**src/design/sram_cfg_pkg.sv**
```systemverilog
`default_nettype none

// ---------------------------------------------------------------------------
//  memory geometry and data types shared by the SRAM datapath
// ---------------------------------------------------------------------------
package sram_cfg_pkg;

   // word-address width, sets the depth of every bank
   localparam int SBITS = 10;
   localparam int WORDS = 1 << SBITS;       // words per bank

   // byte lanes per word, lane 0 = bits 7:0 (little-endian)
   localparam int LANES     = 4;
   localparam int LANE_BITS = $clog2(LANES); // low byte-address bits

   // data payloads
   typedef logic [8*LANES-1:0] word_t;      // full 32-bit word
   typedef logic [7:0]         byte_t;      // one lane

   // addresses
   typedef logic [SBITS-1:0]           wadr_t; // word address, port A view
   typedef logic [SBITS+LANE_BITS-1:0] badr_t; // byte address, port B view

   // lane selection
   typedef logic [LANE_BITS-1:0] lane_t;    // lane index
   typedef logic [LANES-1:0]     lane_en_t; // one-hot lane write enable

endpackage : sram_cfg_pkg

`default_nettype wire

```
**src/design/narrow_port_adapter.sv**
```systemverilog
`timescale 1ns/1ps
`default_nettype none

// byte port to word memory glue: address split, lane enables,
// write replication and read byte select
module narrow_port_adapter
   import sram_cfg_pkg::*;
(
   input  wire      a_clk_i,
   input  wire      rst_i,

   input  wire      acc_i,      // port B access enabled this cycle
   input  badr_t    badr_i,     // byte address from the bus
   output wadr_t    wadr_o,     // word address to control and memory
   output lane_en_t lane_en_o,  // one-hot lane write enable

   input  byte_t    wbyte_i,    // write byte
   output word_t    wword_o,    // write byte on every lane

   input  word_t    rword_i,    // registered read word from memory
   output byte_t    rbyte_o     // byte picked by the registered lane
);

   lane_t lane;    // lane of the current request
   lane_t lane_q;  // lane of the access now being acked

   // -------------------------------------------------------------------------
   //  request side
   // -------------------------------------------------------------------------
   assign wadr_o    = badr_i[SBITS+LANE_BITS-1:LANE_BITS];
   assign lane      = badr_i[LANE_BITS-1:0];
   assign lane_en_o = lane_en_t'(1) << lane;   // memory masks with these
   assign wword_o   = {LANES{wbyte_i}};

   // -------------------------------------------------------------------------
   //  response side
   // -------------------------------------------------------------------------
   // lane index lines up with the read word, both captured at acceptance
   always_ff @(posedge a_clk_i) begin
      if (rst_i) begin
         lane_q <= '0;
      end else if (acc_i) begin
         lane_q <= lane;
      end
   end

   assign rbyte_o = rword_i[8*lane_q +: 8];   // 0 -> bits 7:0, little-endian

endmodule : narrow_port_adapter

`default_nettype wire

```
**config.mk**
```make
export PLATFORM = sky130hd
export DESIGN_NAME = narrow_port_adapter
export DESIGN_NICKNAME = d
export VERILOG_FILES = /design/src/design/sram_cfg_pkg.sv /design/src/design/narrow_port_adapter.sv
export SDC_FILE = /design/constraint.sdc
export NUM_CORES = 1
export LEC_CHECK = 0
export BUFFER_PORTS_ARGS = -buffer_cell sky130_fd_sc_hd__buf_2
export CORE_MARGIN = 1
export CORE_UTILIZATION = 28
export DETAILED_ROUTE_END_ITERATION = 12
export GPL_ROUTABILITY_DRIVEN = 0
export MAX_ROUTING_LAYER = met4
export PLACE_DENSITY = 0.85
export SLEW_MARGIN = 10
export SYNTH_ARGS = -nofsm -noshare
export SYNTH_HDL_FRONTEND = slang
export SYNTH_SLANG_ARGS = --single-unit
export TNS_END_PERCENT = 50
```
**constraint.sdc**
```tcl
create_clock -name a_clk_i -period 2.6 [get_ports a_clk_i]
set_input_delay 0.65 -clock a_clk_i [delete_from_list [all_inputs] [get_ports a_clk_i]]
set_output_delay 0.65 -clock a_clk_i [all_outputs]
set_load 0.03 [all_outputs]
```
==> impl_metrics.tcl <==
set metrics [dict create \
    finalWorstPathRequiredPeriod_ns 2.27 \
    holdCritPathClass "in -> reg" \
    cts-root-to-sink-buffers 2 \
    regMostFlops "lane_q" \
    tritoncts "done" \
    worst_pin_slew_ns 0.514 \
    filler_cell_count 217 \
    highest_count_cells_in_the_layout_ignoring_fill_and_taps "48 x sky130_fd_sc_hd__buf_2, 8 x sky130_fd_sc_hd__mux4_2, 3 x sky130_fd_sc_hd__nor2_1, 3 x sky130_fd_sc_hd__clkbuf_4" \
    status "finished, final reports clean" \
    numPortBuffers 48 \
    cts_hold_buf 0 \
    totalPowerFinal_mw 0.214 \
    first_global_vias 479 \
    vias_per_cell 4.22 \
    grt_pass1_wl_um 1850 \
    post-route-drc-count 0 \
    post_synth_xor_xnor_area_pct 0 \
    syn_area_um2 602 \
    netlist-cell-type-count 9 \
    power.ir.vdd_worst_mv 0.157 \
    power-per-cell-area_nw_per_um2 378 \
    die_x_um 48.4 \
    timing.final.hold_violations 0 \
    cts_setup_buffers 0 \
    post_synthesis_simple_gate_area_fraction_pct 4.99 \
    cts_buffers 3 \
    design_area_um2 567 \
    postCtsResizedCells 0 \
    detail_route.iter0.violations 1 \
    detail_route.wirelength_um 1130 \
    synth_seq_area_share_pct 6.65 \
    hold_path_depth 2 \
    critPathCaptureType "primary output" \
    slew-limit-headroom_pct 65.7 \
    flop_and_latch_count_out_of_synthesis 2 \
    critical_path.max_fanout 9 \
    drv_cap 0 \
    worstHoldEndpoint "lane_q[0]" \
    drive_above_1_share_pct 85.5 \
    worstReg2RegEnd "lane_q[0]" \
    syn-num-nets 117 \
    rsz_0062_raised_after_global_routing "no" \
    worst_r2r_path_depth 2 \
    compound_gate_fraction_of_synth_area_pct 0 \
    boundaryPins 109 \
    synth.area.mux_share_pct 33.3 \
    row_count 16 \
    nets 126 \
    grt_resource_usage_total_pct 10.5 \
    holdWs_ns 0.598 \
    core_area_um2 1980 \
    place_area_um2 544 \
    relative_area_change_from_synthesis_to_final_layout_pct -5.82 \
    yosys.area_share.adder_pct 0 \
    count_of_final_max_slew_check_failures 0 \
    floorplan.initialDensity_pct 30.4 \
    timing.reg2reg.setup_slack_ns 1.66 \
    timing.clock.skew_ns 0 \
    grt_remaining_overflow 0 \
    post-route-period-util_pct 87.4 \
    worst_skew_pair.late_latency_ns 0.22 \
    leakage_nw 0.290 \
    route.vias.total 405 \
    largest_reg_flops 2 \
    critical_path_required_ns 1.95 \
    design.die.area_um2 2340 \
    min-delay-start "rst_i" \
    crit_type "reg -> out" \
    critical_path_arrival_ns 1.62 \
    main_combinational_cell_family_by_area_after_synthesis "buffers and inverters" \
    cts_htree_levels 1 \
    average_wire_length_per_cell_after_detail_routing_um 11.8 \
    syn-mean-instance-area_um2 9.71 \
    cts_sinks 2 \
    start_kind "register" \
    highest_clock_rate_ghz 0.440 \
    largestRegisters "lane_q: 2 flops" \
    insertedDiodeCount 0 \
    clock_pin_slew_worst_setup_and_hold_paths_ns 0.03 \
    floorplan.die.height_um 48.4 \
    drt-pass1-iter-count 3 \
    grt_start_max_net_pins 10 \
    setup_tns_ns 0 \
    clock-root-buffer "sky130_fd_sc_hd__clkbuf_4" \
    post_synth_inst_count 62 \
    setup_viol 0 \
    worst_r2r_startpoint "lane_q[0]" \
    antenna_found_initial 0 \
    yosys_warnings 0 \
    layout.cells.most_common "sky130_fd_sc_hd__buf_2" \
    route.antenna.remaining_nets 0 \
]
-- cells in the mapped netlist --
| master | n | area [µm²] |
|---|---|---|
| sky130_fd_sc_hd__buf_2 | 1 | 5.00 |
| sky130_fd_sc_hd__dfxtp_1 | 2 | 40.0 |
| sky130_fd_sc_hd__nor2b_1 | 2 | 12.5 |
| sky130_fd_sc_hd__mux4_2 | 8 | 180 |
| sky130_fd_sc_hd__nor2_1 | 3 | 11.3 |
| sky130_fd_sc_hd__mux2i_1 | 2 | 20.0 |
| sky130_fd_sc_hd__buf_4 | 42 | 315 |
| sky130_fd_sc_hd__and2_1 | 1 | 6.26 |
| sky130_fd_sc_hd__buf_6 | 1 | 11.3 |
-- worst max-delay path by stage --
stage,from,end
6_report,lane_q[0],rbyte_o[7]
5_1_grt,lane_q[0],rbyte_o[7]
4_1_cts,lane_q[0],rbyte_o[7]
3_5_place_dp,lane_q[0],rbyte_o[7]
3_3_place_gp,lane_q[0],rbyte_o[3]
2_1_floorplan,rword_i[24],rbyte_o[0]
-- per-layer routing --
layer	wire length (µm)	part of all wire (%)	GRT usage [%]
met5	0	0	-
met4	17	1.5	10.8
met3	192	17	3.14
met2	600	53	18.5
met1	322	28	8.14
-- metrics by stage --
| stage | cells | setup slack (ns) | utilization [%] |
|---|---|---|---|
| final | 96 | 0.327 | 28.6 |
| after global routing | 96 | 0.201 | 28.6 |
| after CTS | 96 | 0.272 | 28.6 |
| after detailed placement | 93 | 0.516 | 27.5 |
| after global placement | 93 | 0.542 | 27.5 |
| after floorplan | 62 | 0.741 | - |
-- worst max-delay path, stage by stage, from the launching register on --
cell and delay, ns:
sky130_fd_sc_hd__dfxtp_1 0.63, sky130_fd_sc_hd__mux4_2 0.57, sky130_fd_sc_hd__buf_2 0.19
-- layout make-up --
type	count	area [µm²]	area share, %
repair buffers	48	240	42.4
multi-input cells	16	230	40.6
flip-flops and latches	2	40.0	7.06
well taps	27	33.8	5.96
clock buffers	3	22.5	3.97
-- power breakdown --
group | switching (mW) | internal, mW | total (mW) | leakage [nW]
Sequential | 0.00662 | 0.0328 | 0.0394 | 0.0165
Combinational | 0.0533 | 0.0526 | 0.106 | 0.260
Clock | 0.0178 | 0.0509 | 0.0687 | 0.0138
-- cells by family after synthesis --
logic type / after synthesis
buf+inv: 44
simple gates: 6
mux: 10
flops: 2
(Power assumes the default switching activity.)
