$ cat src/design/sram_cfg_pkg.sv
`default_nettype none

// ---------------------------------------------------------------------------
//  memory geometry and data types shared by the SRAM datapath
// ---------------------------------------------------------------------------
package sram_cfg_pkg;

   // word-address width, sets the depth of every bank
   localparam int SBITS = 10;
   localparam int WORDS = 1 << SBITS;       // words per bank

   // byte lanes per word, lane 0 = bits 7:0 (little-endian)
   localparam int LANES     = 4;
   localparam int LANE_BITS = $clog2(LANES); // low byte-address bits

   // data payloads
   typedef logic [8*LANES-1:0] word_t;      // full 32-bit word
   typedef logic [7:0]         byte_t;      // one lane

   // addresses
   typedef logic [SBITS-1:0]           wadr_t; // word address, port A view
   typedef logic [SBITS+LANE_BITS-1:0] badr_t; // byte address, port B view

   // lane selection
   typedef logic [LANE_BITS-1:0] lane_t;    // lane index
   typedef logic [LANES-1:0]     lane_en_t; // one-hot lane write enable

endpackage : sram_cfg_pkg

`default_nettype wire

$ cat src/design/wb_bus_pkg.sv
`default_nettype none

// ---------------------------------------------------------------------------
//  pipelined wishbone-style bus constants
// ---------------------------------------------------------------------------
package wb_bus_pkg;

   // cycles from acceptance edge to ack, read data valid with ack
   localparam int ACK_LAT = 1;

   // port identifiers, used for priority and in messages
   typedef enum logic [0:0] {
      PORT_A = 1'b0,   // 32-bit word port
      PORT_B = 1'b1    // 8-bit byte port
   } port_e;

   // port that wins a same-word collision
   localparam port_e PRIO_PORT = PORT_A;

endpackage : wb_bus_pkg

`default_nettype wire

$ cat src/design/sram_access_ctrl.sv
`timescale 1ns/1ps
`default_nettype none

// combinational collision check between the two ports
// a write on either side to the same word stalls the losing port
module sram_access_ctrl
   import sram_cfg_pkg::*;
   import wb_bus_pkg::*;
(
   // port A request
   input  wire   a_req_i,
   input  wire   a_wr_i,
   input  wadr_t a_adr_i,

   // port B request on its word address
   input  wire   b_req_i,
   input  wire   b_wr_i,
   input  wadr_t b_adr_i,

   // stalls back to the request stages
   output logic  a_stall_o,
   output logic  b_stall_o,

   // memory port enables
   output logic  a_en_o,
   output logic  a_we_o,
   output logic  b_en_o,
   output logic  b_we_o
);

   // -------------------------------------------------------------------------
   //  conflict detect
   // -------------------------------------------------------------------------
   logic       same_word;   // both ports on one word
   logic       conflict;    // ... and somebody writes
   logic [1:0] stall_vec;   // indexed by port_e

   assign same_word = (a_adr_i == b_adr_i);

   // two reads of the same word are harmless
   assign conflict = a_req_i & b_req_i & same_word & (a_wr_i | b_wr_i);

   // the port without priority is held off
   always_comb begin
      stall_vec             = '0;
      stall_vec[~PRIO_PORT] = conflict;   // loser retries next cycle
   end

   assign a_stall_o = stall_vec[PORT_A];
   assign b_stall_o = stall_vec[PORT_B];

   // -------------------------------------------------------------------------
   //  memory enables
   // -------------------------------------------------------------------------
   // enable only what actually gets accepted at this edge
   assign a_en_o = a_req_i & ~a_stall_o;
   assign a_we_o = a_en_o & a_wr_i;
   assign b_en_o = b_req_i & ~b_stall_o;
   assign b_we_o = b_en_o & b_wr_i;

endmodule : sram_access_ctrl

`default_nettype wire

$ cat config.mk
export PLATFORM = sky130hd
export DESIGN_NAME = sram_access_ctrl
export DESIGN_NICKNAME = d
export VERILOG_FILES = /design/src/design/sram_cfg_pkg.sv /design/src/design/wb_bus_pkg.sv /design/src/design/sram_access_ctrl.sv
export SDC_FILE = /design/constraint.sdc
export NUM_CORES = 1
export LEC_CHECK = 0
export ABC_CLOCK_PERIOD_IN_PS = 1120
export BUFFER_PORTS_ARGS = -buffer_cell sky130_fd_sc_hd__buf_4
export CAP_MARGIN = 20
export CORE_AREA = 2 2 39 41
export DETAILED_ROUTE_END_ITERATION = 12
export DIE_AREA = 0 0 41 43
export PLACE_DENSITY = 0.52
export SLEW_MARGIN = 20
export SYNTH_ARGS = -nofsm -noshare
export SYNTH_HDL_FRONTEND = slang
export SYNTH_SLANG_ARGS = --single-unit
$ cat constraint.sdc
create_clock -name vclk -period 1.12
set_input_delay 0.168 -clock vclk [all_inputs]
set_output_delay 0.168 -clock vclk [all_outputs]
set_load 0.01 [all_outputs]
==> results.md <==
| Metric | Reported |
|---|---|
| Outcome | complete, but fails checks |
| Violations in the final reports | negative setup slack |
| Areal power density over the cells | 320.7 nW/um2 |
| Number of hold violations in the final report | 0 |
| Leakage power summed over all cells | 0.2457 nW |
| DP Cell Count | 72 |
| Cells along the critical path | buf_6, xor2_1, nor4_1, buf_4, and3_4, buf_6 |
| Yosys warning count | 0 |
| Count of non-filler cells in the finished layout | 72 |
| Synthesized netlist net count | 47 |
| Seq. cell area | 0 um2 |
| Maximum single-stage delay on the critical path | 0.26 ns |
| Post-synthesis cell type count | 11 |
| Core Rows | 14 |
| Overall die height | 43 um |
| Residual overflow from global routing | 0 |
| Number of pins with negative max-slew slack in the final report | 0 |
| Routed Wire Length | 506 um |
| Post-Syn Area per Cell | 7.126 um2 |
| Portion of the clock cycle consumed by the worst path in the final layout | 1.126 |
| Master of the slowest instance on the critical path | sky130_fd_sc_hd__nor4_1 |
| Number of antenna cells inserted | 0 |
| Worst setup startpoint | a_adr_i[5] |
| Global placer's final weighted congestion | 0.5403 |
| Minimum setup slack in the final design | -0.1411 ns |
| I/O Pins | 30 |
| Commonest non-fill, non-tap cell in the layout | sky130_fd_sc_hd__buf_4 |
| Number of max-cap violations | 0 |
| Count of mapped cells out of synthesis | 23 |
| Setup repair bufs after CTS | 0 |
| Area delta synth->final | 188.6% |
| Routed wire per std cell | 7.028 um |
| Proportion of total power due to net switching | 0.3281 |
| Number of routed nets with antenna violations | 0 |
| Cell Int Power | 0.0001019 W |
| Worst path most repeated cell | sky130_fd_sc_hd__buf_6 |
| Post-synthesis sequential area ratio | 0 |
| Post-Syn Area | 163.9 um2 |
| Final critical delay including setup and external delays | 1.261 ns |
| Initial antenna violation count | 0 |
| Total power of the final layout | 0.0001517 W |
| Startpoint-to-endpoint class of the critical path | in2out |
| Data required time of the critical path | 0.95 ns |
| Initial core utilization | 0.1184 |
| Combinational power share | 1.000 |
| Core Area | 1384 um2 |
| DR iter-0 viols | 0 |
| Post-layout net count | 82 |
| Vias in the first global route | 221 |
| CP Launch Type | input pin |
| Maximum frequency from static timing analysis | 793.0 MHz |
| Clock network fraction of design power | 0 |
| Die area | 1763 um2 |
| Setup repair after global routing missed its margin | yes |
| Layout cell share with drive strength beyond 1 | 0.6786 |
| Clock Buffer Count | 0 |
| Maximum number of pins on one net before global-route repair | 4 |
| Detailed-route DRC error count | 0 |
| First-pass GRT wire length | 821 um |
| Worst Path Max Fanout | 3 |
| Power dissipated by switching net loads | 0.00004976 W |
| Detailed-route vias per instance | 3.778 |
| Detailed-router iteration count before antenna repair | 1 |
| Path class of the lowest-slack min-delay path | in2out |
| Via count of the routed design | 272 |
| Number of setup violations in the final report | 3 |
| Most frequent cells in the layout | sky130_fd_sc_hd__buf_4 (29), sky130_fd_sc_hd__xor2_1 (9), sky130_fd_sc_hd__buf_6 (6) |
| Seq Cell Count | 0 |
| Port Buf Inserts | 29 |
| Crit end category | primary output |
| Total global-route track usage | 0.06094 |
| Horizontal die dimension | 41 um |
| VDD IR-drop max | 0.0001205 V |
| CP arrival | 1.09 ns |
| Share of total power in sequential cells | 0 |
| HP Start | a_req_i |
| Sum of net half-perimeters after detailed placement | 472.7 um |
logic make-up (layout without fill, tap and decap cells):
logic type | count (synthesis) | after routing | synth area share
AOI/OAI and AO/OA | 3 | 3 | 0.1221
xor gates and xnor gates | 10 | 10 | 0.5343
buffers and inverters | 3 | 36 | 0.1145
other | 1 | 1 | 0.02288
and+or+nand+nor | 6 | 6 | 0.2061
per-stage QoR:
| step | hold WS (ns) | setup TNS, ns | utilization | setup WS, ns | cell area (um2) |
|---|---|---|---|---|---|
| after floorplan | 0.4198 | 0 | - | 0.03011 | 163.9 |
| after global placement | 0.6160 | -0.4603 | 0.3119 | -0.1820 | 431.7 |
| after detailed placement | 0.6188 | -0.4426 | 0.3119 | -0.1775 | 431.7 |
| after CTS | 0.6187 | -0.3899 | 0.3291 | -0.1596 | 455.4 |
| after global routing | 0.6302 | -0.5089 | 0.3418 | -0.2018 | 473.0 |
| final | 0.6165 | -0.3255 | 0.3418 | -0.1411 | 473.0 |
metal layers:
layer / global-route usage / routed length [um] / up-vias
met4: 0 / 0 / 0
met1: 0.1013 / 180 / 110
met2: 0.09063 / 231 / 21
li1: - / - / 141
met3: 0 / 95 / 0
met5: 0 / 0 / -
synth_stat cells (all sizes together):
cell	number	area, um2
xor2	10	87.58
nor3	1	5.000
buf	2	15.01
and3	1	6.260
nor4	2	12.51
inv	1	3.750
and2	1	6.260
o211ai	1	7.510
a31oi	2	12.51
nand2	1	3.750
conb	1	3.750
path summary, 6_finish.rpt:
path | end | slack, ns | cells past startpoint
setup / recovery | b_stall_o | -0.14 | 6
hold / removal | a_en_o | 0.62 | 3
critical path, delay by kind of cell:
family | cells | cell delay (ns)
and+or+nand+nor | 2 | 0.44
buffers and inverters | 3 | 0.34
xor gates and xnor gates | 1 | 0.14
what timing repair did:
action,CTS,global route
gates cloned,0,0
pin swaps,6,2
gates resized for setup,6,3
hold buffers,0,0
endpoints found under the setup margin,3,3
final cells by class:
class / instances / area, um2
Multi-Input combinational cell: 20 / 163.9
Inverter: 1 / 3.754
Fill cell: 152 / 910.9
Tap cell: 16 / 20.02
Timing Repair Buffer: 35 / 285.3
power by group through the flow:
stage / Sequential [W] / Combinational (W) / Clock, W
after detailed placement: 0 / 0.000141 / 0
after global placement: 0 / 0.000140 / 0
after global routing: 0 / 0.000166 / 0
after CTS: 0 / 0.000147 / 0
final: 0 / 0.000152 / 0
after floorplan: 0 / 0.0000443 / 0
Power figures use the tool's default switching activity.
